===== src/bus_pkg.sv =====
package bus_pkg;

    // One address and one data word per bus transfer.
    parameter int ADDR_W = 8;
    parameter int DATA_W = 16;

    typedef logic [ADDR_W-1:0] addr_t;
    typedef logic [DATA_W-1:0] word_t;

    // States of the CPU side of the bus.
    // Master states serve memops; slave states serve host access to instruction memory.
    typedef enum logic [3:0] {
        st_idle,
        st_master_req,
        st_master_addr,
        st_master_wait,
        st_master_data,
        st_master_finish,
        st_slave_read_wait,
        st_slave_write_wait,
        st_slave_read,
        st_slave_write,
        st_slave_finish
    } cpu_bus_state_e;

endpackage


===== src/data_mem.sv =====
`timescale 1ns/10ps

module data_mem #(
    parameter int WAIT_CYCLES = 2
) (
    input  logic           clk,
    input  logic           reset,
    input  logic           start,
    input  logic           we,
    input  bus_pkg::addr_t addr,
    input  bus_pkg::word_t wdata,
    output logic           busy,
    output bus_pkg::word_t rdata
);
    import bus_pkg::*;

    localparam int CNT_W = $clog2(WAIT_CYCLES + 1);

    logic [CNT_W-1:0] count;
    word_t            mem [0:(1 << ADDR_W) - 1];

    // The start cycle is the first busy cycle, so the counter covers the rest.
    always_ff @(posedge clk) begin
        if (reset) begin
            count <= '0;
        end else if (start) begin
            count <= CNT_W'(WAIT_CYCLES - 1);
        end else if (count != '0) begin
            count <= count - 1'b1;
        end
    end

    always_ff @(posedge clk) begin
        if (start) begin
            if (we) begin
                mem[addr] <= wdata;
            end else begin
                rdata <= mem[addr];
            end
        end
    end

    assign busy = start || (count != '0);

    a_start_when_free: assert property (@(posedge clk) disable iff (reset)
        start |-> (count == '0));

    initial begin
        assert (WAIT_CYCLES >= 1);
    end

endmodule


===== config.mk =====
export PLATFORM = sky130hd
export DESIGN_NAME = data_mem
export DESIGN_NICKNAME = d
export VERILOG_FILES = /design/src/bus_pkg.sv /design/src/data_mem.sv
export SDC_FILE = /design/constraint.sdc
export NUM_CORES = 2
export LEC_CHECK = 0
export BUFFER_PORTS_ARGS = -buffer_cell sky130_fd_sc_hd__buf_2
export CORE_ASPECT_RATIO = 0.75
export CORE_MARGIN = 2
export CORE_UTILIZATION = 32
export CTS_CLUSTER_SIZE = 16
export DETAILED_ROUTE_END_ITERATION = 7
export PLACE_DENSITY = 0.45
export SLEW_MARGIN = 15
export SYNTH_ARGS = -nofsm -noshare
export SYNTH_HDL_FRONTEND = slang
export SYNTH_SLANG_ARGS = --single-unit
export TNS_END_PERCENT = 1

===== constraint.sdc =====
create_clock -name clk -period 8.4 [get_ports clk]
set_clock_uncertainty 0.2 [all_clocks]
set_input_delay 0.84 -clock clk [delete_from_list [all_inputs] [get_ports clk]]
set_output_delay 0.84 -clock clk [all_outputs]
set_load 0.03 [all_outputs]

# Word-level counts from Yosys, hierarchy flattened
# Memories as Yosys holds them, arrays and structs flattened. A register that Yosys moved wholly into a read port is not among the register bits.
# Index checks and enable logic that the tools add are counted.
# op_classes
add_sub_neg	1
muxes	5
bitwise_logic	1
n_reduce_logical	5
# op_table
op	n
1-bit 2-to-1 mux	5
2-bit nonzero test	2
2-bit AND reduction	1
2-bit OR reduction	1
2-bit by 1-bit subtractor with 2-bit output (second input constant)	1
1-bit logical OR	1
1-bit NOT	1
# word_totals
reg_bits	2
ram_bits	4096
out_inout_bits	17
mem_count	1
# memory_table
name	words	width	rd	rd_clocked_by_memory_dff	write_ports	line_no	text
mem	256	16	1	1	1	data_mem.sv:20	word_t mem [0:(1 << ADDR_W) - 1];

# Depth between registers and ports, before layout
# depth
ltp_word	3
mapped_depth	9
mapped_depth_nobuf	5

# Least setup slack after synthesis
# Ideal clock, no wire load.
# synth_timing
path_kind	in2reg
from	input addr[1]
to	memory mem[114][0] (netlist bit) (enable)
setup_ps	388
arrival_time_ps	3036
required_time_ps	7812
path_slack_ps	4775
cell_stages	9
path_cell_list	buf_2 > buf_2 > buf_2 > buf_4 > inv_1 > nor3_1 > nand2_1 > buf_2 > nor2_1
# synth_rtl
item	line_no	text
from (decl)	data_mem.sv:10	input bus_pkg::addr_t addr,
to (decl)	data_mem.sv:20	
# No word-level cell before the write port.

==> results.cfg <==
[status]
outcome = complete, no violations

[final_layout]
drive_gt1_frac = 0.291
final_cell_area_um2 = 179000
area_growth_pct = 15.3
nets = 7186
final_cells = 14000
nFillCells = 43800
final_util = 0.371

[yosys]
seq_area_frac_synth = 0.795
ys.flop_type = edfxtp_1
synth.area.top_cells = edfxtp_1, mux4_2, a22oi_1
yosysWarnings = 0
synthArstFlopShare = 0
avgSynthCellArea_um2 = 23.1
yosys.area.top_type = edfxtp_1
synth_top_area_share = 0.794
syn-cell-area_um2 = 155000
synth_cells = 6719
synth-edff-count = 4112
ys_top_cells_by_count = edfxtp_1, mux4_2, a22oi_1
yosysMostFrequentCell = edfxtp_1
synth.ff_latch_count = 4114
ys_types = 23
syn_nets = 6748

[routing]
firstDrtPassIters = 5
drc = 0
vias = 74800
drt-total-wl_um = 462000
drt_iter0_drc = 8862
vias_per_cell = 5.35
wl_per_cell_um = 33.1
antenna_left = 0

[die]
die-area_um2 = 491000
die_w_um = 809
start_util = 0.322
rows = 221
ios = 45
coreArea_um2 = 483000
fp.dieH_um = 608

[sta]
fin_setup_tns_ns = 0
worst_slew_pin_slew_ns = 1.29
finalCritPeriodShare = 0.522
slew_viol_final = 0
finalSetupViolations = 0
hold_viol = 0
min_period_ns = 4.39
fmax_mhz = 228
rsz0062_at_grt = false
relSlewSlack = 0.141

[clock_network]
root_buffer = clkbuf_16
cts_setup_buffers = 0
clock_latency_ns = 1.01
path_clk_slew_ns = 0.06
clock_tree.htree_level_count = 5
clk_path_buf_depth = 4
numClockSinks = 4114
cts_tree = built
cts_buffers = 401

[worst_hold_path]
worstHoldPathType = primary input to flip-flop
hold-path-endpoint = mem[75][6]
hold_path.startpoint = wdata[6]
holdPathStages = 1

[placement]
dp.cells = 13200
place.port_buffers = 44
placed_cell_area_um2 = 166000
gp_congestion = 0.765
place_hpwl_um = 267000

[global_routing]
global_route.usage.total = 0.183
grt_max_degree = 165
first_global_vias = 74700
gr-total-overflow = 0
grt_pass1_wl_um = 633000
antenna_found_initial = 37

[worst_setup_path]
worst_setup_path_start_kind = primary input
reg2reg_from = mem[42][2]
ff2ff_setup_slack_ns = 5.04
worst_ep_arrival_time_ns = 4.87
end_kind = flip-flop
crit_fanout = 67
reg2reg_to = rdata[2]
crit_type = primary input to flip-flop
r2r_cells = 5
critical_path_required_ns = 8.88

[pwr]
finalPower_uw = 42600
p_leak_uw = 0.0541
ir_worst_vdd_uv = 161
p_per_area_nw_per_um2 = 238

[run]
cap_violations = 0
==> power breakdown <==
group | leakage (µW) | switching, µW | internal (µW)
Clock | 0.00628 | 7920 | 10100
Combinational | 0.0109 | 1340 | 628
Sequential | 0.0370 | 18.0 | 22600
==> cell type report <==
| cell class | count | area (µm²) | share of cell area |
|---|---|---|---|
| Multi-Input combinational cell | 2190 | 30900 | 0.173 |
| Tap cell | 6467 | 8090 | 0.0451 |
| Inverter | 3 | 11.3 | 0.0000628 |
| Timing Repair Buffer | 447 | 3830 | 0.0214 |
| Sequential cell | 4114 | 124000 | 0.689 |
| Clock inverter | 254 | 2420 | 0.0135 |
| Antenna cell | 12 | 30.0 | 0.000168 |
| Clock buffer | 479 | 10400 | 0.0581 |
==> worst max path at each step <==
| stage | end | startpoint |
|---|---|---|
| 6_report | rdata[15] | addr[0] |
| 5_1_grt | rdata[8] | addr[0] |
| 4_1_cts | rdata[4] | addr[0] |
| 3_5_place_dp | rdata[4] | addr[0] |
| 3_3_place_gp | rdata[6] | addr[1] |
| 2_1_floorplan | mem[114][0] | addr[1] |
==> cells by family (layout without fill, tap and decap cells) <==
kind of cell / after synthesis / in the layout / synth area share
AO/OA/AOI/OAI: 833 / 833 / 0.0366
XOR/XNOR: 1 / 1 / 0.0000564
adder cells (fa/ha/maj): 1 / 1 / 0.0000805
buffers and inverters: 415 / 1183 / 0.0118
flip-flops: 4114 / 4114 / 0.795
multiplexers: 1024 / 1024 / 0.148
other: 0 / 12 / 0
AND/OR/NAND/NOR: 331 / 331 / 0.00852
==> repair_timing <==
action                    in CTS  in global routing
hold buffers                   1                  0
hold endpoints to repair       2                  0
resized for setup              0                  0
==> critical path: stages <==
cell,delay [ns]
buf_12,0.54
buf_4,0.58
buf_4,0.43
mux4_2,0.54
a22oi_1,0.54
a21oi_1,0.21
o41ai_2,0.84
nand4_1,0.16
==> layer usage <==
metal / global-route usage / vias to the layer above / wire length [µm]
met1: 0.282 / 41700 / 215000
met3: 0.0285 / 474 / 30700
met4: 0.0324 / 4 / 8020
met2: 0.277 / 2669 / 208000
li1: - / 29900 / -
met5: 0 / - / 23
==> placed cells by master (no fill, tap or decap), types with 52 or more instances in the layout <==
master	n
mux4_2	1024
clkinv_2	78
nor2_1	198
edfxtp_1	4112
clkinv_1	100
nor2_2	52
clkbuf_16	405
a21oi_1	254
clkbuf_1	74
buf_4	367
a22oi_1	512
==> sequential cells by signal, summed over array words and instances, names as in the netlist <==
signal,count
rdata,16
mem,4096
count,2
==> stage by stage <==
step                      hold slack (ns)  setup slack (ns)
after detailed placement            0.325              2.92
after global placement              0.366              2.26
final                               0.118              4.01
after floorplan                     0.289              4.78
after CTS                          0.0157              4.07
after global routing               0.0758              3.90
No activity file was read; power rests on OpenSTA's default activity.
