File: src/bus_pkg.sv
package bus_pkg;

    // One address and one data word per bus transfer.
    parameter int ADDR_W = 8;
    parameter int DATA_W = 16;

    typedef logic [ADDR_W-1:0] addr_t;
    typedef logic [DATA_W-1:0] word_t;

    // States of the CPU side of the bus.
    // Master states serve memops; slave states serve host access to instruction memory.
    typedef enum logic [3:0] {
        st_idle,
        st_master_req,
        st_master_addr,
        st_master_wait,
        st_master_data,
        st_master_finish,
        st_slave_read_wait,
        st_slave_write_wait,
        st_slave_read,
        st_slave_write,
        st_slave_finish
    } cpu_bus_state_e;

endpackage

File: src/cpu_bus_interface.sv
`timescale 1ns/10ps

module cpu_bus_interface (
    input  logic           clk,
    input  logic           reset,
    input  logic           memop,
    input  logic           mem_we,
    input  bus_pkg::addr_t mem_addr,
    input  bus_pkg::word_t mem_wdata,
    input  logic           bus_ack,
    input  logic           bus_we,
    input  logic           bus_wait,
    input  bus_pkg::word_t bus_rdata,
    output logic           bus_req,
    output logic           pc_stall,
    output logic           data_out,
    output logic           imem_out,
    output logic           imem_we,
    output logic           sel_pc,
    output logic           bus_addr_write,
    output bus_pkg::addr_t cpu_addr,
    output logic           cpu_we,
    output bus_pkg::word_t cpu_wdata,
    output bus_pkg::word_t mem_rdata
);
    import bus_pkg::*;

    cpu_bus_state_e state;
    cpu_bus_state_e next_state;
    logic           pc_stall_en;
    addr_t          req_addr;
    logic           req_we;
    word_t          req_wdata;

    always_ff @(posedge clk) begin
        if (reset) begin
            state <= st_idle;
        end else begin
            state <= next_state;
        end
    end

    // A grant that arrives in idle can only come from the host side.
    always_comb begin
        next_state = state;
        case (state)
            st_idle: begin
                if (bus_ack) begin
                    next_state = bus_we ? st_slave_write_wait : st_slave_read_wait;
                end else if (memop) begin
                    next_state = st_master_req;
                end
            end
            st_master_req: begin
                if (bus_ack) begin
                    next_state = st_master_addr;
                end
            end
            st_master_addr:      next_state = st_master_wait;
            st_master_wait: begin
                if (!bus_wait) begin
                    next_state = st_master_data;
                end
            end
            st_master_data:      next_state = st_master_finish;
            st_master_finish:    next_state = st_idle;
            st_slave_read_wait:  next_state = st_slave_read;
            st_slave_write_wait: next_state = st_slave_write;
            st_slave_read:       next_state = st_slave_finish;
            st_slave_write:      next_state = st_slave_finish;
            default:             next_state = st_idle;
        endcase
    end

    always_comb begin
        bus_req        = 1'b0;
        pc_stall_en    = 1'b0;
        data_out       = 1'b0;
        imem_we        = 1'b0;
        imem_out       = 1'b0;
        sel_pc         = 1'b1;
        bus_addr_write = 1'b0;
        case (state)
            st_idle: begin
                bus_addr_write = bus_ack;
            end
            st_master_req, st_master_addr: begin
                bus_req     = 1'b1;
                pc_stall_en = 1'b1;
            end
            st_master_wait: begin
                bus_req     = 1'b1;
                pc_stall_en = 1'b1;
                data_out    = 1'b1;
            end
            st_master_data: begin
                pc_stall_en = 1'b1;
                data_out    = 1'b1;
            end
            st_master_finish: begin
                data_out = 1'b1;
            end
            st_slave_read: begin
                sel_pc   = 1'b0;
                imem_out = 1'b1;
            end
            st_slave_write: begin
                sel_pc  = 1'b0;
                imem_we = 1'b1;
            end
            st_slave_read_wait, st_slave_write_wait, st_slave_finish: begin
                sel_pc = 1'b0;
            end
            default: begin
                sel_pc = 1'b1;
            end
        endcase
    end

    // The pc has to stop in the same cycle the memop shows up.
    assign pc_stall = (memop && state == st_idle) || pc_stall_en;

    always_ff @(posedge clk) begin
        if (state == st_idle && memop) begin
            req_addr  <= mem_addr;
            req_we    <= mem_we;
            req_wdata <= mem_wdata;
        end
        if (state == st_master_data) begin
            mem_rdata <= bus_rdata;
        end
    end

    assign cpu_addr  = req_addr;
    assign cpu_we    = req_we;
    assign cpu_wdata = data_out ? req_wdata : '0;

    a_ack_only_when_ready: assert property (@(posedge clk) disable iff (reset)
        bus_ack |-> (state == st_idle || state == st_master_req));

    // A wait that is still high outside master_wait means the state left too early.
    a_hold_during_wait: assert property (@(posedge clk) disable iff (reset)
        bus_wait |-> state == st_master_wait);

endmodule

File: config.mk
export PLATFORM = sky130hd
export DESIGN_NAME = cpu_bus_interface
export DESIGN_NICKNAME = d
export VERILOG_FILES = /design/src/bus_pkg.sv /design/src/cpu_bus_interface.sv
export SDC_FILE = /design/constraint.sdc
export NUM_CORES = 1
export LEC_CHECK = 0
export BUFFER_PORTS_ARGS = -buffer_cell sky130_fd_sc_hd__buf_2
export CAP_MARGIN = 20
export CORE_MARGIN = 8
export CORE_UTILIZATION = 43
export CTS_CLUSTER_SIZE = 25
export DETAILED_ROUTE_END_ITERATION = 16
export PLACE_DENSITY = 0.81
export SLEW_MARGIN = 20
export SYNTH_ARGS = -nofsm -noshare
export SYNTH_HDL_FRONTEND = slang
export SYNTH_SLANG_ARGS = --single-unit
File: constraint.sdc
create_clock -name clk -period 2.4 [get_ports clk]
set_input_delay 0.12 -clock clk [delete_from_list [all_inputs] [get_ports clk]]
set_output_delay 0.12 -clock clk [all_outputs]
set_load 0.03 [all_outputs]
# --- Yosys cells after proc, flatten, opt, wreduce, memory -nomap -nowiden ---
# Cells that the tools add are included.
word_totals:
  reg_bits: 45
  in_bits: 47
  wordCells: 41
classes:
  eq_ne: 13
  muxes: 14
  reduce_logical: 9
ops:
  columns: ["op", "count"]
  rows:
  - ["4-bit case mux with 8 select lines", 1]
  - ["4-bit by 3-bit == test with 1-bit output (second input constant)", 4]
  - ["16-bit two-way mux", 1]
  - ["4-bit two-way mux", 4]
  - ["4-bit == test (second input constant)", 3]
  - ["4-bit by 2-bit == test with 1-bit output (second input constant)", 2]
  - ["1-bit two-way mux", 8]
  - ["3-bit OR reduction", 2]
  - ["5-bit OR reduction", 1]
  - ["4-bit by 1-bit == test with 1-bit output (second input constant)", 1]
  - ["4-bit logical NOT", 1]
  - ["2-bit inequality test (second input constant)", 2]
  - ["4-bit OR reduction", 1]
  - ["3-bit inequality test (second input constant)", 1]
  - ["3-bit AND reduction", 1]
  - ["2-bit OR reduction", 1]
  - ["1-bit logical AND", 1]
  - ["1-bit logical OR", 1]

# --- Logic depth before layout (Yosys ltp) ---
# Gate-level depths: netlist (run 1).
logic_depth:
  word_depth: 4
  depth_mapped: 4
  mapped_depth_nobuf: 3

# --- Worst setup path before layout (run 1) ---
# No wires, ideal clock.
synth_timing:
  path_type: "reg2out"
  from: "register state[2]"
  to: "output port pc_stall"
  t_arrival_ns: 2.164
  slack_ns: 0.116
  stages_incl_launch_ff: 4
  n_path_buf: 0
  cell_sequence: "dfxtp_1 -> or2b_1 -> nor3_1 -> or3_1"
synth_between:
  elab_chain_len: 4
  word_cells_on_any_way: 9
synth_rtl:
  columns: ["item", "line_no", "source"]
  rows:
  - ["from (decl)", "cpu_bus_interface.sv:28", "cpu_bus_state_e state;"]
  - ["from (signal assigned)", "cpu_bus_interface.sv:37", "state <= st_idle;"]
  - ["from (signal assigned)", "cpu_bus_interface.sv:39", "state <= next_state;"]
  - ["4-bit by 3-bit == test with 1-bit output, or another cell as far along", "cpu_bus_interface.sv:83", "case (state)"]
  - ["4-bit OR reduction (no source line)", null, null]
  - ["1-bit two-way mux", "cpu_bus_interface.sv:83", null]
  - ["1-bit logical OR *", "cpu_bus_interface.sv:121", "assign pc_stall = (memop && state == st_idle) || pc_stall_en;"]
  - ["to (decl)", "cpu_bus_interface.sv:15", "output logic pc_stall,"]
# Mark *: on every way between the ends. The rest lies on a longest branch, timed or not.

# --- Worst setup path after layout (run 1) ---
layout_timing:
  from: "register state[1]"
  to: "output port pc_stall"
# Same word-level chain as after synthesis.

==> results.md, run 1 <==
- GPL Wtd Cong: 0.7672
- Syn Area/Cell: 16.43 um^2
- Clock network power share: 23.1%
- Clock Latency Late Sink: 0.28 ns
- Final setup vio count: 0
- Worst slew pin tran: 0.4028 ns
- IO Count: 95
- Root buf cell: clkbuf_8
- PwrDens: 767.0 nW/um^2
- Sequential area share after synthesis: 79.03%
- Internal: 1.311 mW
- Vias: 1244
- Antenna-violating nets left: 0
- Flop pwr share: 52.0%
- Die height: 78.12 um
- Post-DR wirelength/cell: 16.20 um
- CTS H-tree lvls: 2
- Critical path startpoint category: flip-flop
- Setup TNS: 0 ns
- Final worst-path cycle share: 81.83%
- Slowest-stage cell, CP: dfxtp_1
- # Max-Cap Violations: 0
- Routed Wire Length: 4342 um
- Synthesized net count: 148
- Logic pwr share: 24.8%
- # rows: 22
- CP arrival: 1.84 ns
- Number of DRC markers in iteration 0: 86
- Worst hold path class: in2reg
- Number of global-route vias before repair: 1186
- CTS tree: done
- Post-detail-place hpwl: 3163 um
- IO buf count: 94
- Synthesized area: 1659 um^2
- Num Clock Sinks: 45
- CP max stage delay: 0.55 ns
- Share of the synthesized area in the top cell type: 74.21%
- Synth area leaders: edfxtp_1, and2_1, dfxtp_1
- Top Usage Layer GRT: met2
- Total global-route track usage: 12.90%
- Die X: 78.12 um
- Clock tree buffer depth: 2
- Clock buffer count from CTS: 5
- GR met3 Demand/Resource: 6.036%
- Yosys top cell by area: edfxtp_1
- Largest net degree at the start of global routing: 18
- Worst Path Max Fanout: 17
- P_sw: 0.5786 mW
- Initial Util: 44.98%
- Core area: 3689 um^2
- Final hold violations: 0
- Grt total ovfl: 0
- Diodes inserted: 0
- Die area: 6102 um^2
- Global Route met1 Usage: 12.97%
- P_leak: 1.073 nW
- Fmax: 509.2 MHz
- Number of synthesis warnings: 0
- Commonest non-fill, non-tap cells in the layout: buf_2, edfxtp_1, and2_1, dlygate4sd3_1
- Switching Share: 30.62%
- Worst rel slew slack: 72.45%
- Final min period: 1.964 ns
- Worst vdd ir: 0.3294 mV
- First-pass GRT wire length: 6092 um
- Mapped Cells: 101
- Register bit total from synthesis: 45
- Clock transition at the registers of the reported paths: 0.08 ns
- Worst EP required: 2.28 ns
- Max-slew violations: 0
- Kind of critical path: reg2out
- DR vias/cell: 4.642
- DRT Pass-1 Iters: 4
- Synth cell types: 27
- Layout cells sized above 1: 48.18%
- RSZ-0062 raised after global routing: false
- Run status: finished, final reports clean
- Final Core Density: 66.79%
- Crit path capture type: primary output
- Worst-case clock skew: 0.005978 ns
- Nets: 266
- Area growth syn-to-layout: 48.49%
- GR Util met2: 22.62%
- Critical-path cell list: or2b_1 > nor3_2 > buf_4 > or3_1 > buf_2
- # DRC: 0
- Most common cell after layout, fill and taps aside: buf_2
- Initial antenna violation count: 0
[Yosys cell counts]
cell       instances
nand3_1            3
or2b_1             1
and3b_1            1
nand2_1            1
a311oi_1           1
inv_1              1
a21boi_0           2
clkbuf_1           3
or3_1              1
a21oi_1            2
nor3b_1            1
and3_1             1
nand3b_1           1
buf_6              1
and2_1            19
a2111oi_0          1
nand2b_1           2
nor4b_1            2
o31a_1             2
buf_2              1
o21a_1             1
nor3_1             1
nor4_1             1
edfxtp_1          41
nor2_1             5
or4_1              1
dfxtp_1            4
[power by group through the flow]
stage | logic, mW | registers [mW] | clock network [mW]
floorplan | 0.243 | 1.05 | 0
global placement | 0.443 | 0.996 | 0
detailed placement | 0.449 | 1.00 | 0
CTS | 0.457 | 0.982 | 0.442
global route | 0.502 | 0.992 | 0.476
finish | 0.469 | 0.983 | 0.437
[worst max-delay path, delay by kind of cell, from the launching register on]
kind,cells,cell delay [ns]
and+or+nand+nor,3,0.60
buffers and inverters,2,0.40
DFF,1,0.55
[metrics by stage]
stage	std cells	hold slack, ns	worst slack [ns]	cell area [um^2]	total power, mW
floorplan	101	0.1891	0.1163	1659	1.291
global placement	242	0.2963	0.7735	2197	1.439
detailed placement	242	0.2981	0.7348	2197	1.450
CTS	255	0.0006253	0.4145	2333	1.882
global route	268	-0.001717	0.2002	2464	1.969
finish	268	0.006016	0.4362	2464	1.889
[routing by layer]
layer	share of wire (%)	wire length, um
met1	36	1581
met2	52	2237
met3	11	465
met4	1.3	58
met5	0	0
[cell families after synthesis]
kind of cell           after synthesis  share of synthesized area [%]
AOI/OAI and AO/OA                    9                          4.073
buffers and inverters                6                          1.885
DFF                                 45                          79.03
and+or+nand+nor                     41                          15.01
[registers in the layout (all words and copies together) (netlist names)]
signal and cells:
state 4, mem_rdata 16, req_wdata 16, cpu_we 1
cpu_addr 8
[final timing paths]
path	from	end	slack, ns	cells after the start
min	bus_rdata[3]	mem_rdata[3]	0.006	1
min reg2reg	state[3]	state[3]	0.62	2
max reg2reg	state[0]	state[0]	0.74	3
max	state[1]	pc_stall	0.44	5
[cell type report]
| class | count | area (um^2) |
|---|---|---|
| Clock buffer | 5 | 68.82 |
| Fill cell | 274 | 1225 |
| Timing Repair Buffer | 116 | 680.7 |
| Clock inverter | 3 | 17.52 |
| Inverter | 1 | 3.754 |
| Multi-Input combinational cell | 50 | 321.6 |
| Tap cell | 48 | 60.06 |
| Sequential cell | 45 | 1311 |
[repair_timing]
action                                  4_1_cts  5_1_grt
hold buffers                                  5       13
gates resized for setup                       0        0
hold endpoints to repair                      5       13
buffers inserted                              0        0
endpoints found under the setup margin        0        0
Power figures use the tool's default switching activity.
==> run 2, diff against run 1 <==
==> constraint.sdc (replaced) <==
create_clock -name clk -period 1.9 [get_ports clk]
set_input_delay 0.095 -clock clk [delete_from_list [all_inputs] [get_ports clk]]
set_output_delay 0.095 -clock clk [all_outputs]
set_load 0.03 [all_outputs]
==> results.md, run 2 (synthesis gave the netlist of run 1 again) <==
- Run status: finished, final reports clean
- Placed Cells: 242 (unchanged)
- Max Used Layer: met4
- Crit path capture type: primary output
- Kind of critical path: reg2out
- Worst slew pin tran: 0.3715 ns (-0.03128 ns)
- Worst EP required: 1.80 ns (-0.48 ns)
- Slowest-stage cell, CP: dfxtp_1
- CTS H-tree lvls: 2 (unchanged)
- Number of global-route vias before repair: 1404 (+18%)
- PwrDens: 941.9 nW/um^2 (+23%)
- Critical path startpoint category: flip-flop
- Die height: 78.12 um (unchanged)
- Initial antenna violation count: 1 (+1)
- Nets: 290 (+9.0%)
- Die area: 6102 um^2 (unchanged)
- Final Core Density: 74.15% (+7.4 points)
- Commonest non-fill, non-tap cells in the layout: buf_2, dlygate4sd3_1, edfxtp_1, and2_1
- Setup TNS: 0 ns (unchanged)
- Num Clock Sinks: 45 (unchanged)
- # DRC: 0 (unchanged)
- Grt total ovfl: 0 (unchanged)
- CP max stage delay: 0.51 ns (-0.04 ns)
- Layout Cells excl Fill: 293 (+9.3%)
- Final worst-path cycle share: 93.26%
- Worst rel slew slack: 74.59% (+2.1 points)
- Largest net degree at the start of global routing: 18 (unchanged)
- Post-detail-place hpwl: 3123 um (-1.3%)
- Final hold violations: 0 (unchanged)
- Routed Wire Length: 4710 um (+8.5%)
- Worst Path Max Fanout: 9 (-8)
- Area growth syn-to-layout: 64.86%
- Post-DR wirelength/cell: 16.08 um (-0.78%)
- Max-slew violations: 0 (unchanged)
- Total global-route track usage: 15.61% (+2.7 points)
- Buf/Inv on CP: 1 (-1)
- First-pass GRT wire length: 7327 um (+20%)
- Number of fill cells: 249 (-9.1%)
- IO Count: 95 (unchanged)
- Most common cell after layout, fill and taps aside: buf_2
- Clock buffer count from CTS: 5 (unchanged)
- P_leak: 1.181 nW (+10%)
- Metal3 WL: 338 um (-27%)
- Die X: 78.12 um (unchanged)
- Met1 WL: 1822 um (+15%)
- DRT Pass-1 Iters: 4 (unchanged)
- Worst vdd ir: 0.7490 mV (+130%)
- Vias: 1351 (+8.6%)
- Post CTS Setup Buffer Count: 0 (unchanged)
- Layout cells sized above 1: 45.08% (-3.1 points)
- # Max-Cap Violations: 0 (unchanged)
- CP arrival: 1.68 ns (-0.16 ns)
- Antenna-violating nets left: 0 (unchanged)
- Clock Latency Late Sink: 0.30 ns (+0.02 ns)
- DR vias/cell: 4.611 (-0.67%)
- CTS tree: done
- GPL Wtd Cong: 0.7503 (-2.2%)
- Number of DRC markers in iteration 0: 78 (-9.3%)
- Root buf cell: clkbuf_8
- RSZ-0062 raised after global routing: false
- Final setup vio count: 0 (unchanged)
- Core area: 3689 um^2 (unchanged)
- Clock tree buffer depth: 2 (unchanged)
- Critical-path cell list: nor4_1 > and2_2 > or3_1 > buf_2
- Fmax: 564.4 MHz
- Worst hold path class: in2reg
- Total power: 2.576 mW (+36%)
- Initial Util: 44.98% (unchanged)
- IO buf count: 94 (unchanged)
- Met2 routed WL: 2458 um (+9.9%)
- Worst-case clock skew: 0.009683 ns (+0.003706 ns)
- Final min period: 1.772 ns
- Clock transition at the registers of the reported paths: 0.08 ns (about the same)
- Kind of cell adding the most delay to the critical path: simple AND/OR/NAND/NOR gates
- # rows: 22 (unchanged)
run 2: per-stage QoR:
stage          area [um^2]  setup WS (ns)  hold WS, ns
6_report              2735         0.1281       0.1104
5_1_grt               2735        0.04191       0.1108
4_1_cts               2729        0.01101      0.09580
3_5_place_dp          2198         0.3158       0.2731
3_3_place_gp          2198         0.3499       0.2720
2_1_floorplan         1665         0.1342       0.1641
run 2: tightest hold or removal path, delay by kind of cell:
kind | cells | cell delay (ns)
buffers and inverters | 1 | 0.10
and+or+nand+nor | 1 | 0.09
AOI/OAI and AO/OA | 1 | 0.08
run 2: final cells by class:
class                           instances  area [um^2]  area share, %
Clock inverter                          3        41.29          1.510
Multi-Input combinational cell         50        322.8          11.80
Clock buffer                            5        68.82          2.516
Sequential cell                        45         1315          48.08
Inverter                                1        3.754         0.1372
Tap cell                               48        60.06          2.196
Timing Repair Buffer                  140        920.9          33.67
Antenna cell                            1        2.502        0.09149
run 2: repair_timing:
item | 4_1_cts | 5_1_grt
hold buffers | 42 | 0
endpoints found under the hold margin | 44 | 0
setup endpoints to repair | 0 | 17
gates resized for setup | 0 | 3
run 2: worst paths after layout:
kind                            startpoint       endpoint  slack, ns  cells after the start
worst min register to register    state[2]       state[1]       0.57                      1
worst max-delay path              state[3]       pc_stall       0.13                      4
worst max register to register    state[3]  req_wdata[13]       0.34                      3
worst min-delay path              bus_wait       state[0]       0.11                      3
run 2: metal layers:
layer	track usage [%]	up-vias
li1	-	659
met1	16.55	619
met2	27.09	67
met3	5.239	6
met4	7.778	0
met5	0	-
run 2: power breakdown:
part / internal, mW / switching (mW) / total (mW)
registers: 1.20 / 0.0493 / 1.24
logic: 0.242 / 0.393 / 0.635
clock network: 0.387 / 0.309 / 0.696
==> run 3, diff against run 2 <==
--- a/config.mk
+++ b/config.mk
@@ -8,10 +8,10 @@
 export BUFFER_PORTS_ARGS = -buffer_cell sky130_fd_sc_hd__buf_2
 export CAP_MARGIN = 20
 export CORE_MARGIN = 8
-export CORE_UTILIZATION = 43
+export CORE_UTILIZATION = 39
 export CTS_CLUSTER_SIZE = 25
 export DETAILED_ROUTE_END_ITERATION = 16
-export PLACE_DENSITY = 0.81
+export PLACE_DENSITY = 0.77
 export SLEW_MARGIN = 20
 export SYNTH_ARGS = -nofsm -noshare
 export SYNTH_HDL_FRONTEND = slang
==> constraint.sdc (replaced) <==
create_clock -name clk -period 1.49 [get_ports clk]
set_input_delay 0.0745 -clock clk [delete_from_list [all_inputs] [get_ports clk]]
set_output_delay 0.0745 -clock clk [all_outputs]
set_load 0.03 [all_outputs]
==> results.md, run 3 (synthesis gave the netlist of run 1 again) <==
- Run status: finished with violations
- Failing checks: negative setup slack
- Fmax: 596.9 MHz
- Clock transition at the registers of the reported paths: 0.07 ns (about the same)
- First-pass GRT wire length: 7907 um (+7.9%)
- Die area: 6598 um^2 (+8.1%)
- PwrDens: 1168 nW/um^2 (+24%)
- Clock tree buffer depth: 2 (unchanged)
- Layout cells sized above 1: 58.71% (+14 points)
- Fin area: 3221 um^2 (+18%)
- Worst slew pin tran: 0.3898 ns (+0.01829 ns)
- Max-slew violations: 0 (unchanged)
- Worst hold path class: in2reg
- Post-DR wirelength/cell: 17.78 um (+11%)
- Root buf cell: clkbuf_8
- Worst-case clock skew: 0.006818 ns (-0.002865 ns)
- Routed Wire Length: 5582 um (+19%)
- RSZ-0062 raised after global routing: true
- Final hold violations: 0 (unchanged)
- Initial Util: 40.89% (-4.1 points)
- Post-detail-place hpwl: 3277 um (+4.9%)
- Nets: 311 (+7.2%)
- Final min period: 1.675 ns
- Worst rel slew slack: 73.34% (-1.3 points)
- Die X: 81.23 um (+4.0%)
- DR vias/cell: 4.809 (+4.3%)
- Num Clock Sinks: 45 (unchanged)
- Number of fill cells: 224 (-10%)
- Commonest non-fill, non-tap cells in the layout: buf_2, dlygate4sd3_1, edfxtp_1, buf_6, and2_4
- Number of DRC markers in iteration 0: 86 (+10%)
- CTS H-tree lvls: 2 (unchanged)
- # Max-Cap Violations: 0 (unchanged)
- Area growth syn-to-layout: 94.12%
- Vias: 1510 (+12%)
- IO buf count: 94 (unchanged)
- Worst Path Max Fanout: 8 (-1)
- Final setup vio count: 40 (+40)
- Reg2reg path depth: 4 (+1)
- DRT Pass-1 Iters: 4 (unchanged)
- Final worst-path cycle share: 112.4%
- Total global-route track usage: 15.86% (+0.26 points)
- # DRC: 0 (unchanged)
- Antenna-violating nets left: 0 (unchanged)
- Clock buffer count from CTS: 5 (unchanged)
- Placed inst area: 2328 um^2 (+5.9%)
- Final setup margin: -0.1854 ns (-0.3135 ns)
- Largest net degree at the start of global routing: 17 (-1)
- Diodes inserted: 0 (-1)
- Grt total ovfl: 0 (unchanged)
- Reg-to-Reg Start: state[0]
- Critical Path End: cpu_wdata[2]
- Die height: 81.23 um (+4.0%)
- Reg2reg setup slack: -0.06 ns (-0.40 ns)
- CTS tree: done
- Crit path capture type: primary output
- Most common cell after layout, fill and taps aside: buf_2
- Clock Latency Late Sink: 0.29 ns (about the same)
- GPL Wtd Cong: 0.7551 (+0.64%)
- # rows: 23 (+4.5%)
- Initial antenna violation count: 0 (-1)
- P_leak: 1.374 nW (+16%)
- R2r endpoint: state[0]
- CP arrival: 1.60 ns (-0.08 ns)
- Critical path startpoint category: flip-flop
- Kind of critical path: reg2out
- Setup crit start: state[2]
- Worst vdd ir: 0.6328 mV (-16%)
- Worst EP required: 1.42 ns (-0.38 ns)
- Core area: 4058 um^2 (+10%)
- Number of global-route vias before repair: 1590 (+13%)
- Final hold slack: 0.1554 ns (+0.04503 ns)
- IO Count: 95 (unchanged)
[run 3: cell types whose count changed in the layout (fill, tap and decap cells not counted), moves of 4 or more]
cell,previous run,this run
buf_4,4,13
and2_1,18,1
buf_2,94,74
buf_6,0,26
dfxtp_4,0,4
and2_4,0,18
[run 3: worst max-delay path, stage by stage, from the launching register on]
cell and delay [ns]:
dfxtp_4 0.37, or2b_4 0.28, a21oi_4 0.22, buf_6 0.17
and2_4 0.15, buf_6 0.12
[run 3: final cells by class]
| cell class | instances | area, um^2 | share of cell area [%] |
|---|---|---|---|
| multi-input combinational | 50 | 417.9 | 12.98 |
| tap | 50 | 62.56 | 1.943 |
| clock inverter | 2 | 35.03 | 1.088 |
| timing repair buffer | 161 | 1306 | 40.56 |
| inverter | 1 | 3.754 | 0.1166 |
| sequential | 45 | 1326 | 41.18 |
| clock buffer | 5 | 68.82 | 2.137 |
[run 3: report_power, final]
part	switching [mW]	internal, mW	leakage [nW]
clock	0.385	0.487	0.0540
sequential	0.0514	1.53	0.415
combinational	0.647	0.665	0.905
total	1.08	2.68	1.37
[run 3: per-stage QoR]
step	TNS [ns]	power, mW	util (%)	setup WS, ns	instances
global route	-5.131	3.898	79.37	-0.2283	314
detailed placement	-0.1658	2.458	57.39	-0.07607	252
global placement	0	2.437	57.39	0.02478	252
floorplan	0	2.113	-	0.0006395	101
CTS	-2.591	3.667	77.55	-0.1610	312
finish	-3.443	3.762	79.37	-0.1854	314
[run 3: how the worst min path moves through the flow]
stage | startpoint | to | slack [ns] | cells past startpoint
after CTS | bus_wait | state[0] | 0.09 | 3
after global placement | bus_rdata[10] | mem_rdata[10] | 0.25 | 1
after floorplan | reset | state[3] | 0.14 | 1
after detailed placement | bus_rdata[2] | mem_rdata[2] | 0.25 | 1
final | bus_wait | state[0] | 0.16 | 3
after global routing | bus_wait | state[0] | 0.15 | 3
[run 3: what timing repair did]
item	4_1_cts	5_1_grt
resized for setup	75	7
hold endpoints to repair	45	0
cloned	2	2
buffers inserted	9	0
hold buffers	42	0
setup endpoints to repair	21	46
pin swaps	20	1
[run 3: per-layer routing]
layer | up-vias | global-route usage (%) | part of all wire, %
met3 | 9 | 5.960 | 9.3
li1 | 699 | - | -
met1 | 716 | 16.41 | 36
met2 | 86 | 29.91 | 53
met4 | 0 | 2.857 | 1.1
met5 | - | 0 | 0
