`config.mk`:
```
export PLATFORM = sky130hd
export DESIGN_NAME = bus_controller
export DESIGN_NICKNAME = d
export VERILOG_FILES = /design/src/bus_pkg.sv /design/src/bus_controller.sv
export SDC_FILE = /design/constraint.sdc
export NUM_CORES = 1
export LEC_CHECK = 0
export BUFFER_PORTS_ARGS = -buffer_cell sky130_fd_sc_hd__buf_4
export CORE_MARGIN = 5
export CORE_UTILIZATION = 33
export CTS_BUF_LIST = sky130_fd_sc_hd__clkbuf_16
export CTS_CLUSTER_SIZE = 8
export DETAILED_ROUTE_END_ITERATION = 8
export GPL_TIMING_DRIVEN = 0
export PLACE_DENSITY = 0.72
export SYNTH_ARGS = -nofsm -noshare
export SYNTH_HDL_FRONTEND = slang
export SYNTH_SLANG_ARGS = --single-unit
```
`constraint.sdc`:
```
create_clock -name clk -period 2.3 [get_ports clk]
set_input_delay 0.46 -clock clk [delete_from_list [all_inputs] [get_ports clk]]
set_output_delay 0.46 -clock clk [all_outputs]
set_load 0.005 [all_outputs]
```
`src/bus_pkg.sv`:
```
package bus_pkg;

    // One address and one data word per bus transfer.
    parameter int ADDR_W = 8;
    parameter int DATA_W = 16;

    typedef logic [ADDR_W-1:0] addr_t;
    typedef logic [DATA_W-1:0] word_t;

    // States of the CPU side of the bus.
    // Master states serve memops; slave states serve host access to instruction memory.
    typedef enum logic [3:0] {
        st_idle,
        st_master_req,
        st_master_addr,
        st_master_wait,
        st_master_data,
        st_master_finish,
        st_slave_read_wait,
        st_slave_write_wait,
        st_slave_read,
        st_slave_write,
        st_slave_finish
    } cpu_bus_state_e;

endpackage

```
`src/bus_controller.sv`:
```
`timescale 1ns/10ps

module bus_controller (
    input  logic           clk,
    input  logic           reset,
    input  logic           cpu_halt,
    input  logic           bus_req,
    input  logic           data_out,
    input  bus_pkg::addr_t cpu_addr,
    input  logic           cpu_we,
    input  bus_pkg::word_t cpu_wdata,
    input  logic           host_req,
    input  logic           host_we,
    input  bus_pkg::addr_t host_addr,
    input  bus_pkg::word_t host_wdata,
    input  bus_pkg::word_t slave_rdata,
    input  logic           dmem_busy,
    input  bus_pkg::word_t dmem_rdata,
    output logic           bus_ack,
    output logic           bus_we,
    output logic           bus_wait,
    output bus_pkg::word_t bus_rdata,
    output bus_pkg::addr_t slave_addr,
    output bus_pkg::word_t slave_wdata,
    output bus_pkg::word_t host_rdata,
    output logic           host_done,
    output logic           dmem_start,
    output logic           dmem_we,
    output bus_pkg::addr_t dmem_addr,
    output bus_pkg::word_t dmem_wdata
);
    import bus_pkg::*;

    typedef enum logic [2:0] {
        ctl_idle,
        ctl_master_addr,
        ctl_master_start,
        ctl_master_busy,
        ctl_host_xfer
    } ctl_state_e;

    ctl_state_e state;
    ctl_state_e next_state;
    ctl_state_e grant_state;
    logic       free;
    logic       master_grant;
    logic       host_grant;
    logic [1:0] host_cnt;
    addr_t      addr_q;
    logic       we_q;
    logic       host_we_q;
    word_t      host_wdata_q;

    // The bus frees up once the CPU side drops its data phase.
    assign free         = (state == ctl_idle) || (state == ctl_master_busy && !data_out);
    assign master_grant = free && bus_req && !cpu_halt;
    assign host_grant   = free && host_req && cpu_halt && !bus_req;

    assign grant_state = master_grant ? ctl_master_addr :
                         host_grant   ? ctl_host_xfer   : ctl_idle;

    always_comb begin
        next_state = state;
        case (state)
            ctl_idle:         next_state = grant_state;
            ctl_master_addr:  next_state = ctl_master_start;
            ctl_master_start: next_state = ctl_master_busy;
            ctl_master_busy: begin
                if (!data_out) begin
                    next_state = grant_state;
                end
            end
            ctl_host_xfer: begin
                if (host_cnt == 2'd2) begin
                    next_state = ctl_idle;
                end
            end
            default:          next_state = ctl_idle;
        endcase
    end

    always_ff @(posedge clk) begin
        if (reset) begin
            state    <= ctl_idle;
            host_cnt <= 2'd0;
        end else begin
            state <= next_state;
            if (host_grant) begin
                host_cnt <= 2'd0;
            end else if (state == ctl_host_xfer) begin
                host_cnt <= host_cnt + 2'd1;
            end
        end
    end

    always_ff @(posedge clk) begin
        if (state == ctl_master_addr) begin
            addr_q <= cpu_addr;
            we_q   <= cpu_we;
        end
        if (host_grant) begin
            host_we_q    <= host_we;
            host_wdata_q <= host_wdata;
        end
        // Instruction memory drives the word in the second cycle after the grant.
        if (state == ctl_host_xfer && host_cnt == 2'd1 && !host_we_q) begin
            host_rdata <= slave_rdata;
        end
    end

    assign bus_ack   = master_grant || host_grant;
    assign bus_we    = host_grant && host_we;
    assign bus_wait  = dmem_busy && (state == ctl_master_start || state == ctl_master_busy);
    assign bus_rdata = dmem_rdata;

    assign slave_addr  = host_addr;
    assign slave_wdata = host_wdata_q;
    assign host_done   = (state == ctl_host_xfer) && (host_cnt == 2'd2);

    assign dmem_start = (state == ctl_master_start);
    assign dmem_we    = we_q;
    assign dmem_addr  = addr_q;
    assign dmem_wdata = cpu_wdata;

    a_no_overlap: assert property (@(posedge clk) disable iff (reset)
        (state == ctl_host_xfer) |-> (!bus_req && !data_out && !dmem_busy));

endmodule

```
# Word level (Yosys, flattened, before mapping)
# Cells that the tools add are included.
dict set report word_totals {
  reg_bits 47
  inputBits 89
  output_inout_bits 86
  elab_cells 42
}
dict set report classes {
  n_addsub 1
  n_eq_ne 8
  mux 5
  reduce_logical 21
}
# operator count
set ops {}
lappend ops {{3-bit one-hot mux with 5 select lines} 1}
lappend ops {{3-bit two-way mux} 4}
lappend ops {{1-bit logical AND} 11}
lappend ops {{3-bit by 2-bit equality test with 1-bit output (second input constant)} 2}
lappend ops {{1-bit zero test} 4}
lappend ops {{2-bit inequality test (second input constant)} 2}
lappend ops {{3-bit by 1-bit equality test with 1-bit output (second input constant)} 1}
lappend ops {{3-bit equality test (second input constant)} 1}
lappend ops {{3-bit zero test} 1}
lappend ops {{1-bit logical OR} 3}
lappend ops {{2-bit by 1-bit adder with 2-bit output (second input constant)} 1}
lappend ops {{2-bit by 1-bit equality test with 1-bit output (second input constant)} 1}
lappend ops {{2-bit equality test (second input constant)} 1}
lappend ops {{2-bit AND reduction} 1}
lappend ops {{2-bit OR reduction} 1}

# Logic depth before layout (Yosys ltp)
# Gate-level depths: netlist of the first run.
dict set report logic_depth {
  depth_word 10
  mapped_depth 4
  depth_no_buf 4
}

# Worst setup path after synthesis of the first run
# OpenSTA, ideal clock, no wires.
dict set report synth_path {
  path_kind {input port to output port}
  from {in data_out}
  to {out bus_we}
  arrival_ns 1.806
  t_required_ns 1.840
  setup_slack_ns 0.034
  path_stages 3
  path_cell_list {nand3b_4 a2111oi_4 and2_1}
}
dict set report synth_via {
  elab_chain_cells 7
}
# item line_no
set synth_lines {}
lappend synth_lines {{from (decl)} bus_controller.sv:8} ;# input logic data_out,
lappend synth_lines {{1-bit zero test} -}
lappend synth_lines {{1-bit logical AND} bus_controller.sv:55} ;# assign free = (state == ctl_idle) || (state == ctl_master_busy && !data_out);
lappend synth_lines {{1-bit logical OR} bus_controller.sv:55}
lappend synth_lines {{1-bit logical AND (3 in series)} bus_controller.sv:57} ;# assign host_grant = free && host_req && cpu_halt && !bus_req;
lappend synth_lines {{via host_grant} bus_controller.sv:47} ;# logic host_grant;
lappend synth_lines {{1-bit logical AND} bus_controller.sv:112} ;# assign bus_we = host_grant && host_we;
lappend synth_lines {{to (decl)} bus_controller.sv:20} ;# output logic bus_we,
# The timed path passes the listed nets, and every way through them passes these cells.

# Worst setup path after layout of the first run
dict set report layout_path {
  from {reg state[0]}
  to {out bus_we}
}
dict set report layout_via {
  elab_chain_cells 7
}
# item line_no
set layout_lines {}
lappend layout_lines {{from (decl)} bus_controller.sv:42} ;# ctl_state_e state;
lappend layout_lines {{from (signal assigned)} bus_controller.sv:84} ;# state <= ctl_idle;
lappend layout_lines {{from (signal assigned)} bus_controller.sv:87} ;# state <= next_state;
lappend layout_lines {{3-bit by 2-bit equality test with 1-bit output} bus_controller.sv:55}
lappend layout_lines {{1-bit logical AND} bus_controller.sv:55}
lappend layout_lines {{1-bit logical OR *} bus_controller.sv:55}
lappend layout_lines {{1-bit logical AND * (3 in series)} bus_controller.sv:57}
lappend layout_lines {{via host_grant} bus_controller.sv:47}
lappend layout_lines {{1-bit logical AND *} bus_controller.sv:112}
# Mark *: on every way through the listed nets, which the timed path passes. The rest lies on a longest branch.

==> results of run 1 <==
[where the power goes]
part | internal, uW | total (uW) | switching, uW
logic | 180 | 264 | 83.7
clock network | 400 | 686 | 287
registers | 958 | 973 | 15.3
[what timing repair did]
action,CTS,global route
setup buffers,1,0
pin swaps,1,0
endpoints found under the setup margin,18,7
cloned,1,0
hold endpoints to repair,0,0
gates resized for setup,0,2
[registers in the layout, indices dropped and copies added, names as in the netlist]
signal	count
dmem_addr	8
dmem_we	1
host_cnt	2
host_rdata	16
host_we_q	1
slave_wdata	16
state	3
[through the flow]
stage	setup TNS, ps	total power, uW
2_1_floorplan	0	1090
3_3_place_gp	-1960	1240
3_5_place_dp	-2940	1250
4_1_cts	0	1950
5_1_grt	0	2000
6_report	0	1920
[layout make-up]
cell class / count / share of cell area, %
sequential: 47 / 42.7
timing repair buffer: 135 / 31.8
buffer: 40 / 9.42
multi-input combinational: 28 / 8.51
clock buffer: 5 / 3.92
tap: 72 / 2.82
clock inverter: 3 / 0.628
inverter: 2 / 0.235
[worst min-delay path by stage]
| stage | startpoint | end | slack [ps] | cells past startpoint |
|---|---|---|---|---|
| floorplan | state[0]$_SDFFE_PP0P_ | state[0]$_SDFFE_PP0P_ | 510 | 1 |
| global placement | host_cnt[1]$_SDFFE_PP0P_ | host_cnt[1]$_SDFFE_PP0P_ | 540 | 2 |
| detailed placement | state[0]$_SDFFE_PP0P_ | state[0]$_SDFFE_PP0P_ | 550 | 1 |
| CTS | slave_rdata[8] | host_rdata[8]$_DFFE_PP_ | 340 | 1 |
| global route | slave_rdata[8] | host_rdata[8]$_DFFE_PP_ | 340 | 1 |
| finish | slave_rdata[15] | host_rdata[15]$_DFFE_PP_ | 350 | 1 |
[metal layers]
layer,vias up,global-route usage [%]
li1,664,-
met4,0,3.88
met2,112,24.3
met3,4,4.32
met1,633,13.6
met5,-,0
[Yosys cell counts]
master     instances  share of area (%)
ha_1               2                1.3
nor2b_1            2               0.65
xnor2_1            1               0.46
edfxtp_1          42                 66
o21ai_0            2               0.52
and3b_1            1               0.46
nand2_1            1               0.20
nand3b_4           1                1.0
nor2_1             2               0.39
inv_1              2               0.39
a21oi_1            1               0.26
o21ba_1            1               0.52
nor3b_2            1               0.65
o21ba_2            1               0.52
or2_4              1               0.46
a2111oi_4          1                1.4
a211oi_1           1               0.39
nor3b_1            2               0.79
dfxtp_1            5                5.2
and3b_2            1               0.52
nor3_1             1               0.26
buf_4             40                 16
and3_2             1               0.39
and2_1             2               0.65
a2111oi_2          1               0.79
[cells by family (layout without fill, tap and decap cells)]
logic type	count (synthesis)	after routing
compound gates	8	9
xor+xnor	1	1
fa+ha+maj	2	2
buf+inv	42	185
flops	47	47
simple gates	16	16
==> run_results.csv, run 1 <==
group,metric,value,unit
status,status,"finished clean",
synth,netlist_area,1910,um2
clocking,clock_latency,280,ps
final_layout,diodes,0,
die,die_y,86.1,um
die,dieArea,7420,um2
setup_path,r2r-start,"state[2]$_SDFFE_PP0P_",
setup_path,worstSetupPathType,"flop to output port",
sta,slew_headroom,24.6,%
sta,clock_skew,4.18,ps
route,drcViolationCount,0,
synth,yosysWarningCount,0,
setup_path,max_stage_delay,430,ps
final_layout,mostFrequentLayoutCell,"buf_4",
final_layout,final_cell_area,3190,um2
setup_path,crit_required,1840,ps
clocking,cts_buffers,5,
setup_path,rrSetupSlack,420,ps
route,antenna_left,0,
placement,placed_cells,322,
route,num_vias,1413,
clocking,clkSinkCount,47,
synth,synth_top_family_by_area,"buffers and inverters",
setup_path,crit_start,"state[0]$_SDFFE_PP0P_",
route,dr.max_layer_used,"met4",
global_route,grt_overflow,0,
synth,synth_mux_area_share,0,%
route,wl_per_cell,15.3,um
setup_path,endpoint_kind,"output port",
setup_path,path_cells,"or2_4 > a2111oi_4 > and2_1 > buf_4",
sta,fin_hold_ws,352,ps
die,start_util,34.3,%
power_and_ir_drop,leakagePower,0.00145,uW
power_and_ir_drop,ir_worst_vdd,0.328,mV
clocking,htree_levels,2,
synth,synth_xor_area_share,0.458,%
synth,yosysUniqueCellTypes,25,
synth,seq_area_frac_synth,71.2,%
clocking,cts_tree,"done",
placement,io_buffers,134,
setup_path,r2r-end,"host_rdata[12]$_DFFE_PP_",
setup_path,cp_max_fo,6,
synth,synthesis.nets,207,
setup_path,critical-path-top-delay-family,"simple AND/OR/NAND/NOR gates",
die,core_region_area,5570,um2
synth,ys_seq_elements,47,
route,drtIter0Drc,37,
sta,slew_violations,0,
global_route,grtUsageTotal,13.0,%
route,finalWirelength,5100,um
global_route,grt_pass1_vias,1567,
global_route,grt_pass1_wl,7420,um
route,met3_length,664,um
die,die_w,86.1,um
power_and_ir_drop,pwr_density_cell,603,nW/um2
setup_path,crit_slowest_cell,"a2111oi_4",
clocking,cts_buffer_depth,2,
setup_path,worstPathArrival,1720,ps
placement,routabilityCongestion,0.718,
setup_path,crit_end,"bus_we",
flow_run,cap_viol_max_count,0,
setup_path,start_kind,"flop",
synth,syn_inst,116,
die,rows,27,
route,wl_met1,1650,um
sta,hold_viol,0,
final_layout,final_nets,350,
sta,setup_viol,0,
final_layout,area_delta_synth_final,66.8,%
synth,synth_compound_area_share,4.45,%
sta,period_needed,2180,ps
synth,avgSynthCellArea,16.5,um2
setup_path,reg2regPathDepth,2,
die,ioPinCount,175,
placement,dp_slack,-571,ps
sta,fin_ws,121,ps
synth,synthAdderAreaFrac,1.31,%
route,dr_wl_met2,2750,um
clocking,holdBufCountCts,0,
final_layout,layoutNonFillerInstCount,332,
sta,max_freq,0.459,GHz
hold_path,hold_path.class,"input port to flop",
global_route,grt_max_degree,17,
final_layout,final-seq-area,1360,um2
sta,rsz0062_at_grt,"no",
route,dr.pass1.iters,4,
final_layout,drive_above_1_share,74.2,%
route,viasPerCell,4.26,
final_layout,multi_input_area,272,um2
final_layout,n_fill_cell,458,
placement,place_area,3010,um2
synth,synthSimpleGateAreaFrac,6.48,%
clocking,cts-root-buf,"clkbuf_16",
final_layout,final_cell_mix,"buf_4 (175), edfxtp_1 (42), clkbuf_16 (5), dfxtp_1 (5)",
setup_path,cp_num_buf_inv,1,
clocking,cts.clk_slew.worst_paths,60,ps
global_route,antenna_found_initial,0,
sta,tightest_slew,1130,ps
final_layout,final_util,57.2,%
setup_path,cp_num_cells,4,
sta,fin_crit_sh,94.7,%
Power figures use the tool's default switching activity.
==> inputs of run 2 (changes only) <==
Settings changed: RECOVER_POWER from default to 100.
==> run 2 against run 1 <==
  * Wire length fell by 1.4%
  * Critical path depth stayed put
  * Hold slack improved by 22 ps
  * Largest power group unchanged
  * Worst setup slack lost 3.7 ps
  * Maximum frequency fell by 0.17%
  * Clock power is essentially flat
==> run_results.csv, run 2 (same netlist as run 1, synthesis figures left out) <==
group,metric,value,unit
status,status,"finished clean",
clocking,cts-root-buf,"clkbuf_16",
global_route,grt_overflow,0,
die,die_y,86.1,um
route,finalWirelength,5030,um
setup_path,endpoint_kind,"output port",
placement,dp_slack,-571,ps
power_and_ir_drop,leakagePower,0.00138,uW
setup_path,cp_max_fo,6,
sta,rsz0062_at_grt,"no",
clocking,clkSinkCount,47,
final_layout,area_delta_synth_final,64.5,%
route,drcViolationCount,0,
route,num_vias,1412,
final_layout,final_cell_mix,"clkbuf_4 (113), buf_4 (50), edfxtp_1 (42), clkbuf_1 (11)",
setup_path,start_kind,"flop",
route,dr.pass1.iters,4,
route,antenna_left,0,
clocking,clock_latency,280,ps
sta,period_needed,2180,ps
die,start_util,34.3,%
sta,slew_violations,0,
route,wl_per_cell,15.1,um
global_route,grtUsageTotal,13.0,%
setup_path,max_stage_delay,430,ps
setup_path,crit_required,1840,ps
setup_path,worstSetupPathType,"flop to output port",
die,dieArea,7420,um2
sta,slew_headroom,24.9,%
sta,clock_skew,3.45,ps
final_layout,n_fill_cell,474,
power_and_ir_drop,pwr_density_cell,607,nW/um2
global_route,grt_max_degree,17,
sta,fin_crit_sh,94.9,%
clocking,cts_tree,"done",
die,die_w,86.1,um
clocking,cts_buffer_depth,2,
placement,place_area,3010,um2
clocking,cts.clk_slew.worst_paths,60,ps
sta,fin_ws,118,ps
global_route,antenna_found_initial,0,
clocking,cts_buffers,5,
placement,placed_cells,322,
setup_path,crit_slowest_cell,"a2111oi_4",
final_layout,diodes,0,
final_layout,layoutNonFillerInstCount,332,
power_and_ir_drop,ir_worst_vdd,0.329,mV
setup_path,path_cells,"or2_4 > a2111oi_4 > and2_0 > buf_4",
flow_run,cap_viol_max_count,0,
setup_path,worstPathArrival,1720,ps
final_layout,mostFrequentLayoutCell,"clkbuf_4",
sta,tightest_slew,1120,ps
placement,routabilityCongestion,0.718,
global_route,grt_pass1_wl,7420,um
sta,hold_viol,0,
hold_path,hold_path.class,"input port to flop",
route,drtIter0Drc,37,
final_layout,final_cell_area,3140,um2
sta,setup_tns,0,ps
final_layout,final_nets,350,
power_and_ir_drop,power,1910,uW
clocking,htree_levels,2,
route,viasPerCell,4.25,
die,core_region_area,5570,um2
sta,setup_viol,0,
die,rows,27,
final_layout,drive_above_1_share,69.6,%
global_route,grt_pass1_vias,1567,
placement,io_buffers,134,
die,ioPinCount,175,
sta,max_freq,0.458,GHz
-- run 2: cell count changes in the layout (fill, tap and decap cells not counted) --
| cell | before | now |
|---|---|---|
| and2_0 | 0 | 2 |
| clkbuf_1 | 0 | 11 |
| buf_4 | 175 | 50 |
| clkbuf_4 | 0 | 113 |
| buf_1 | 0 | 1 |
| and2_1 | 2 | 0 |
-- run 2: timing repair --
item                       in CTS  in global routing
setup endpoints to repair      18                  7
gates cloned                    1                  0
pin swaps                       1                  0
setup buffers                   1                  0
hold buffers                    0                  0
gates resized for setup         0                  2
-- run 2: cell type report --
class	count	area (um2)	share of cell area (%)
sequential	47	1360	43.3
timing repair buffer	135	968	30.8
buffer	40	300	9.55
multi-input combinational	28	272	8.64
clock buffer	5	125	3.98
tap	72	90.1	2.87
clock inverter	3	20.0	0.637
inverter	2	7.51	0.239
-- run 2: final timing paths --
kind	from	end	slack, ps	cells after the start
min	slave_rdata[14]	host_rdata[14]$_DFFE_PP_	370	1
min reg2reg	host_cnt[1]$_SDFFE_PP0P_	host_cnt[1]$_SDFFE_PP0P_	570	2
max	state[0]$_SDFFE_PP0P_	bus_we	120	4
max reg2reg	state[0]$_SDFFE_PP0P_	slave_wdata[4]$_DFFE_PP_	260	3
-- run 2: where the power goes --
| group | internal (uW) | total (uW) | switching, uW | leakage, uW |
|---|---|---|---|---|
| combinational | 167 | 249 | 82.6 | 0.000894 |
| clock | 400 | 686 | 287 | 0.0000658 |
| sequential | 958 | 973 | 14.8 | 0.000422 |
| total | 1520 | 1910 | 384 | 0.00138 |
-- run 2: worst max-delay path, delay by kind of cell (launching register included) --
| family | cells | cell delay [ps] |
|---|---|---|
| and+or+nand+nor | 2 | 520 |
| DFF | 1 | 380 |
| buffers and inverters | 1 | 120 |
| AOI/OAI and AO/OA | 1 | 430 |
-- run 2: per-stage QoR --
| stage | util (%) | hold slack (ps) |
|---|---|---|
| detailed placement | 54.0 | 550 |
| global placement | 54.0 | 542 |
| floorplan | - | 508 |
| global route | 56.4 | 363 |
| finish | 56.4 | 374 |
| CTS | 57.0 | 344 |
-- run 2: per-layer routing --
metal  share of wire [%]  routed length [um]  up-vias  global-route usage [%]
met5                   0                   0        -                       0
met3                  13                 645        6                    4.32
met1                  33                1670      628                    13.6
li1                    -                   -      664                       -
met4                0.76                  38        0                    3.88
met2                  53                2680      114                    24.3
==> inputs of run 3 (changes only) <==
Settings changed: CTS_CLUSTER_SIZE 8 to default.
Clock period 2.3 ns to 1.8 ns, I/O delays scaled along.
==> run 3 against run 2 <==
  * The flow now finishes with violations (setup timing)
  * Final area up 5.4%
  * Via count up 3.1%
  * Count of clock-buffer cells in the layout unchanged
  * Largest cell class is now non-clock buffers
  * Clock power up 27%
  * Utilization up 3.0 points
  * Wire length up 4.4%
  * Sequential cell count unchanged
  * Worst setup slack worse by 220 ps
  * Total power up 30%
==> run_results.csv, run 3 (same netlist as run 1, synthesis figures left out) <==
group,metric,value,unit
status,status,"finished, violations left",
status,violations,"setup timing",
clocking,clkSinkCount,47,
setup_path,rrSetupSlack,100,ps
sta,slew_violations,0,
setup_path,endpoint_kind,"output port",
sta,clock_skew,4.58,ps
hold_path,hold_start,"slave_rdata[9]",
clocking,htree_levels,2,
global_route,met3_usage,4.23,%
power_and_ir_drop,p_int,1980,uW
die,ioPinCount,175,
sta,hold_viol,0,
setup_path,crit_required,1440,ps
power_and_ir_drop,clock_power_share,35.0,%
setup_path,crit_end,"bus_we",
final_layout,mostFrequentLayoutCell,"buf_4",
power_and_ir_drop,power,2480,uW
placement,io_buffers,134,
setup_path,r2r-end,"slave_wdata[1]$_DFFE_PP_",
route,drcViolationCount,0,
global_route,grt_overflow,0,
sta,fin_ws,-99.2,ps
final_layout,diodes,0,
route,antenna_left,0,
route,dr.pass1.iters,4,
sta,setup_viol,1,
clocking,cts.clk_slew.worst_paths,60,ps
placement,placed_cells,322,
global_route,grtUsageTotal,13.2,%
final_layout,area_delta_synth_final,73.3,%
global_route,grt_max_degree,17,
clocking,cts_buffer_depth,2,
global_route,grt_pass1_wl,7450,um
route,finalWirelength,5250,um
power_and_ir_drop,comb_power_share,15.0,%
sta,tightest_slew,654,ps
clocking,cts_buffers,5,
setup_path,start_kind,"flop",
global_route,use_met2,24.9,%
sta,slew_headroom,56.2,%
die,start_util,34.3,%
route,drtIter0Drc,44,
final_layout,layoutNonFillerInstCount,344,
power_and_ir_drop,ir_worst_vdd,0.372,mV
power_and_ir_drop,share_seq_of_total_power,50.0,%
final_layout,final_cell_mix,"buf_4 (143), edfxtp_1 (42), clkbuf_4 (42), clkbuf_16 (5)",
power_and_ir_drop,pwr_density_cell,748,nW/um2
placement,dp_hpwl,4130,um
clocking,cts-root-buf,"clkbuf_16",
global_route,grt.met1_usage,13.6,%
power_and_ir_drop,swShare,20.0,%
hold_path,hold_path.class,"input port to flop",
global_route,antenna_found_initial,0,
die,core_region_area,5570,um2
flow_run,cap_viol_max_count,0,
die,rows,27,
final_layout,final_nets,362,
die,die_w,86.1,um
clocking,holdBufCountCts,0,
die,die_y,86.1,um
sta,max_freq,0.527,GHz
sta,fin_crit_sh,106,%
setup_path,r2r-start,"state[1]$_SDFFE_PP0P_",
route,viasPerCell,4.23,
setup_path,crit_start,"state[1]$_SDFFE_PP0P_",
placement,routabilityCongestion,0.787,
clocking,clock_latency,280,ps
global_route,grt_pass1_vias,1537,
setup_path,reg2regPathDepth,6,
power_and_ir_drop,p_sw,496,uW
setup_path,cp_max_fo,4,
route,wl_per_cell,15.3,um
global_route,grt-busiest-layer,"met2",
sta,rsz0062_at_grt,"yes",
setup_path,worstPathArrival,1540,ps
sta,setup_tns,-99.2,ps
power_and_ir_drop,leakagePower,0.00152,uW
sta,period_needed,1900,ps
final_layout,drive_above_1_share,76.8,%
placement,dp_slack,-846,ps
setup_path,worstSetupPathType,"flop to output port",
route,num_vias,1456,
die,dieArea,7420,um2
clocking,cts_tree,"done",
-- run 3: cell types whose count changed in the layout (fill, tap and decap cells not counted), moves of 2 or more --
cell	previous run	this run
clkbuf_4	113	42
dfxtp_1	5	2
and2_0	2	0
clkbuf_1	11	0
clkinvlp_4	2	0
buf_4	50	143
and2_1	0	2
clkinv_2	1	3
dfxtp_4	0	3
-- run 3: stage by stage --
| stage | hold WS [ps] | utilization, % | cell area [um2] |
|---|---|---|---|
| 6_report | 272 | 59.4 | 3310 |
| 5_1_grt | 261 | 59.4 | 3310 |
| 4_1_cts | 246 | 58.8 | 3280 |
| 3_5_place_dp | 503 | 54.0 | 3010 |
| 3_3_place_gp | 503 | 54.0 | 3010 |
| 2_1_floorplan | 436 | - | 1910 |
-- run 3: power groups by stage --
stage | logic (uW) | clock network (uW) | registers, uW
6_report | 371 | 869 | 1240
5_1_grt | 400 | 946 | 1240
4_1_cts | 374 | 896 | 1240
3_5_place_dp | 332 | 0 | 1270
3_3_place_gp | 326 | 0 | 1270
2_1_floorplan | 121 | 0 | 1270
-- run 3: worst min-delay path by stage --
| stage | slack [ps] | cells past startpoint | to |
|---|---|---|---|
| after CTS | 250 | 1 | host_rdata[9]$_DFFE_PP_ |
| after detailed placement | 500 | 1 | state[0]$_SDFFE_PP0P_ |
| after floorplan | 440 | 1 | host_cnt[1]$_SDFFE_PP0P_ |
| final | 270 | 1 | host_rdata[9]$_DFFE_PP_ |
| after global routing | 260 | 1 | slave_wdata[10]$_DFFE_PP_ |
| after global placement | 500 | 1 | state[0]$_SDFFE_PP0P_ |
-- run 3: worst max-delay path, cell delays in order (launching register included) --
cell       delay (ps)
dfxtp_4           360
buf_6             110
nand3b_4          100
a2111oi_4         410
and2_1            180
buf_4             110
-- run 3: repair_timing --
item | 4_1_cts | 5_1_grt
gates resized for setup | 7 | 2
buffers inserted | 9 | 4
pin swaps | 4 | 3
endpoints found under the setup margin | 38 | 3
gates cloned | 1 | 0
-- run 3: cell type report --
cell class | instances | area (um2)
plain buffers | 40 | 300
clock buffers | 5 | 125
clock inverters | 3 | 15.0
fillers | 474 | 2260
inverters | 2 | 7.51
multi-input cells | 28 | 283
flip-flops and latches | 47 | 1370
well taps | 72 | 90.1
repair buffers | 147 | 1120
-- run 3: layer usage --
layer	part of all wire, %	wire (um)	up-vias
met5	0	0	-
met4	1.6	82	0
met3	13	675	10
met2	54	2820	114
met1	32	1670	646
li1	-	-	686
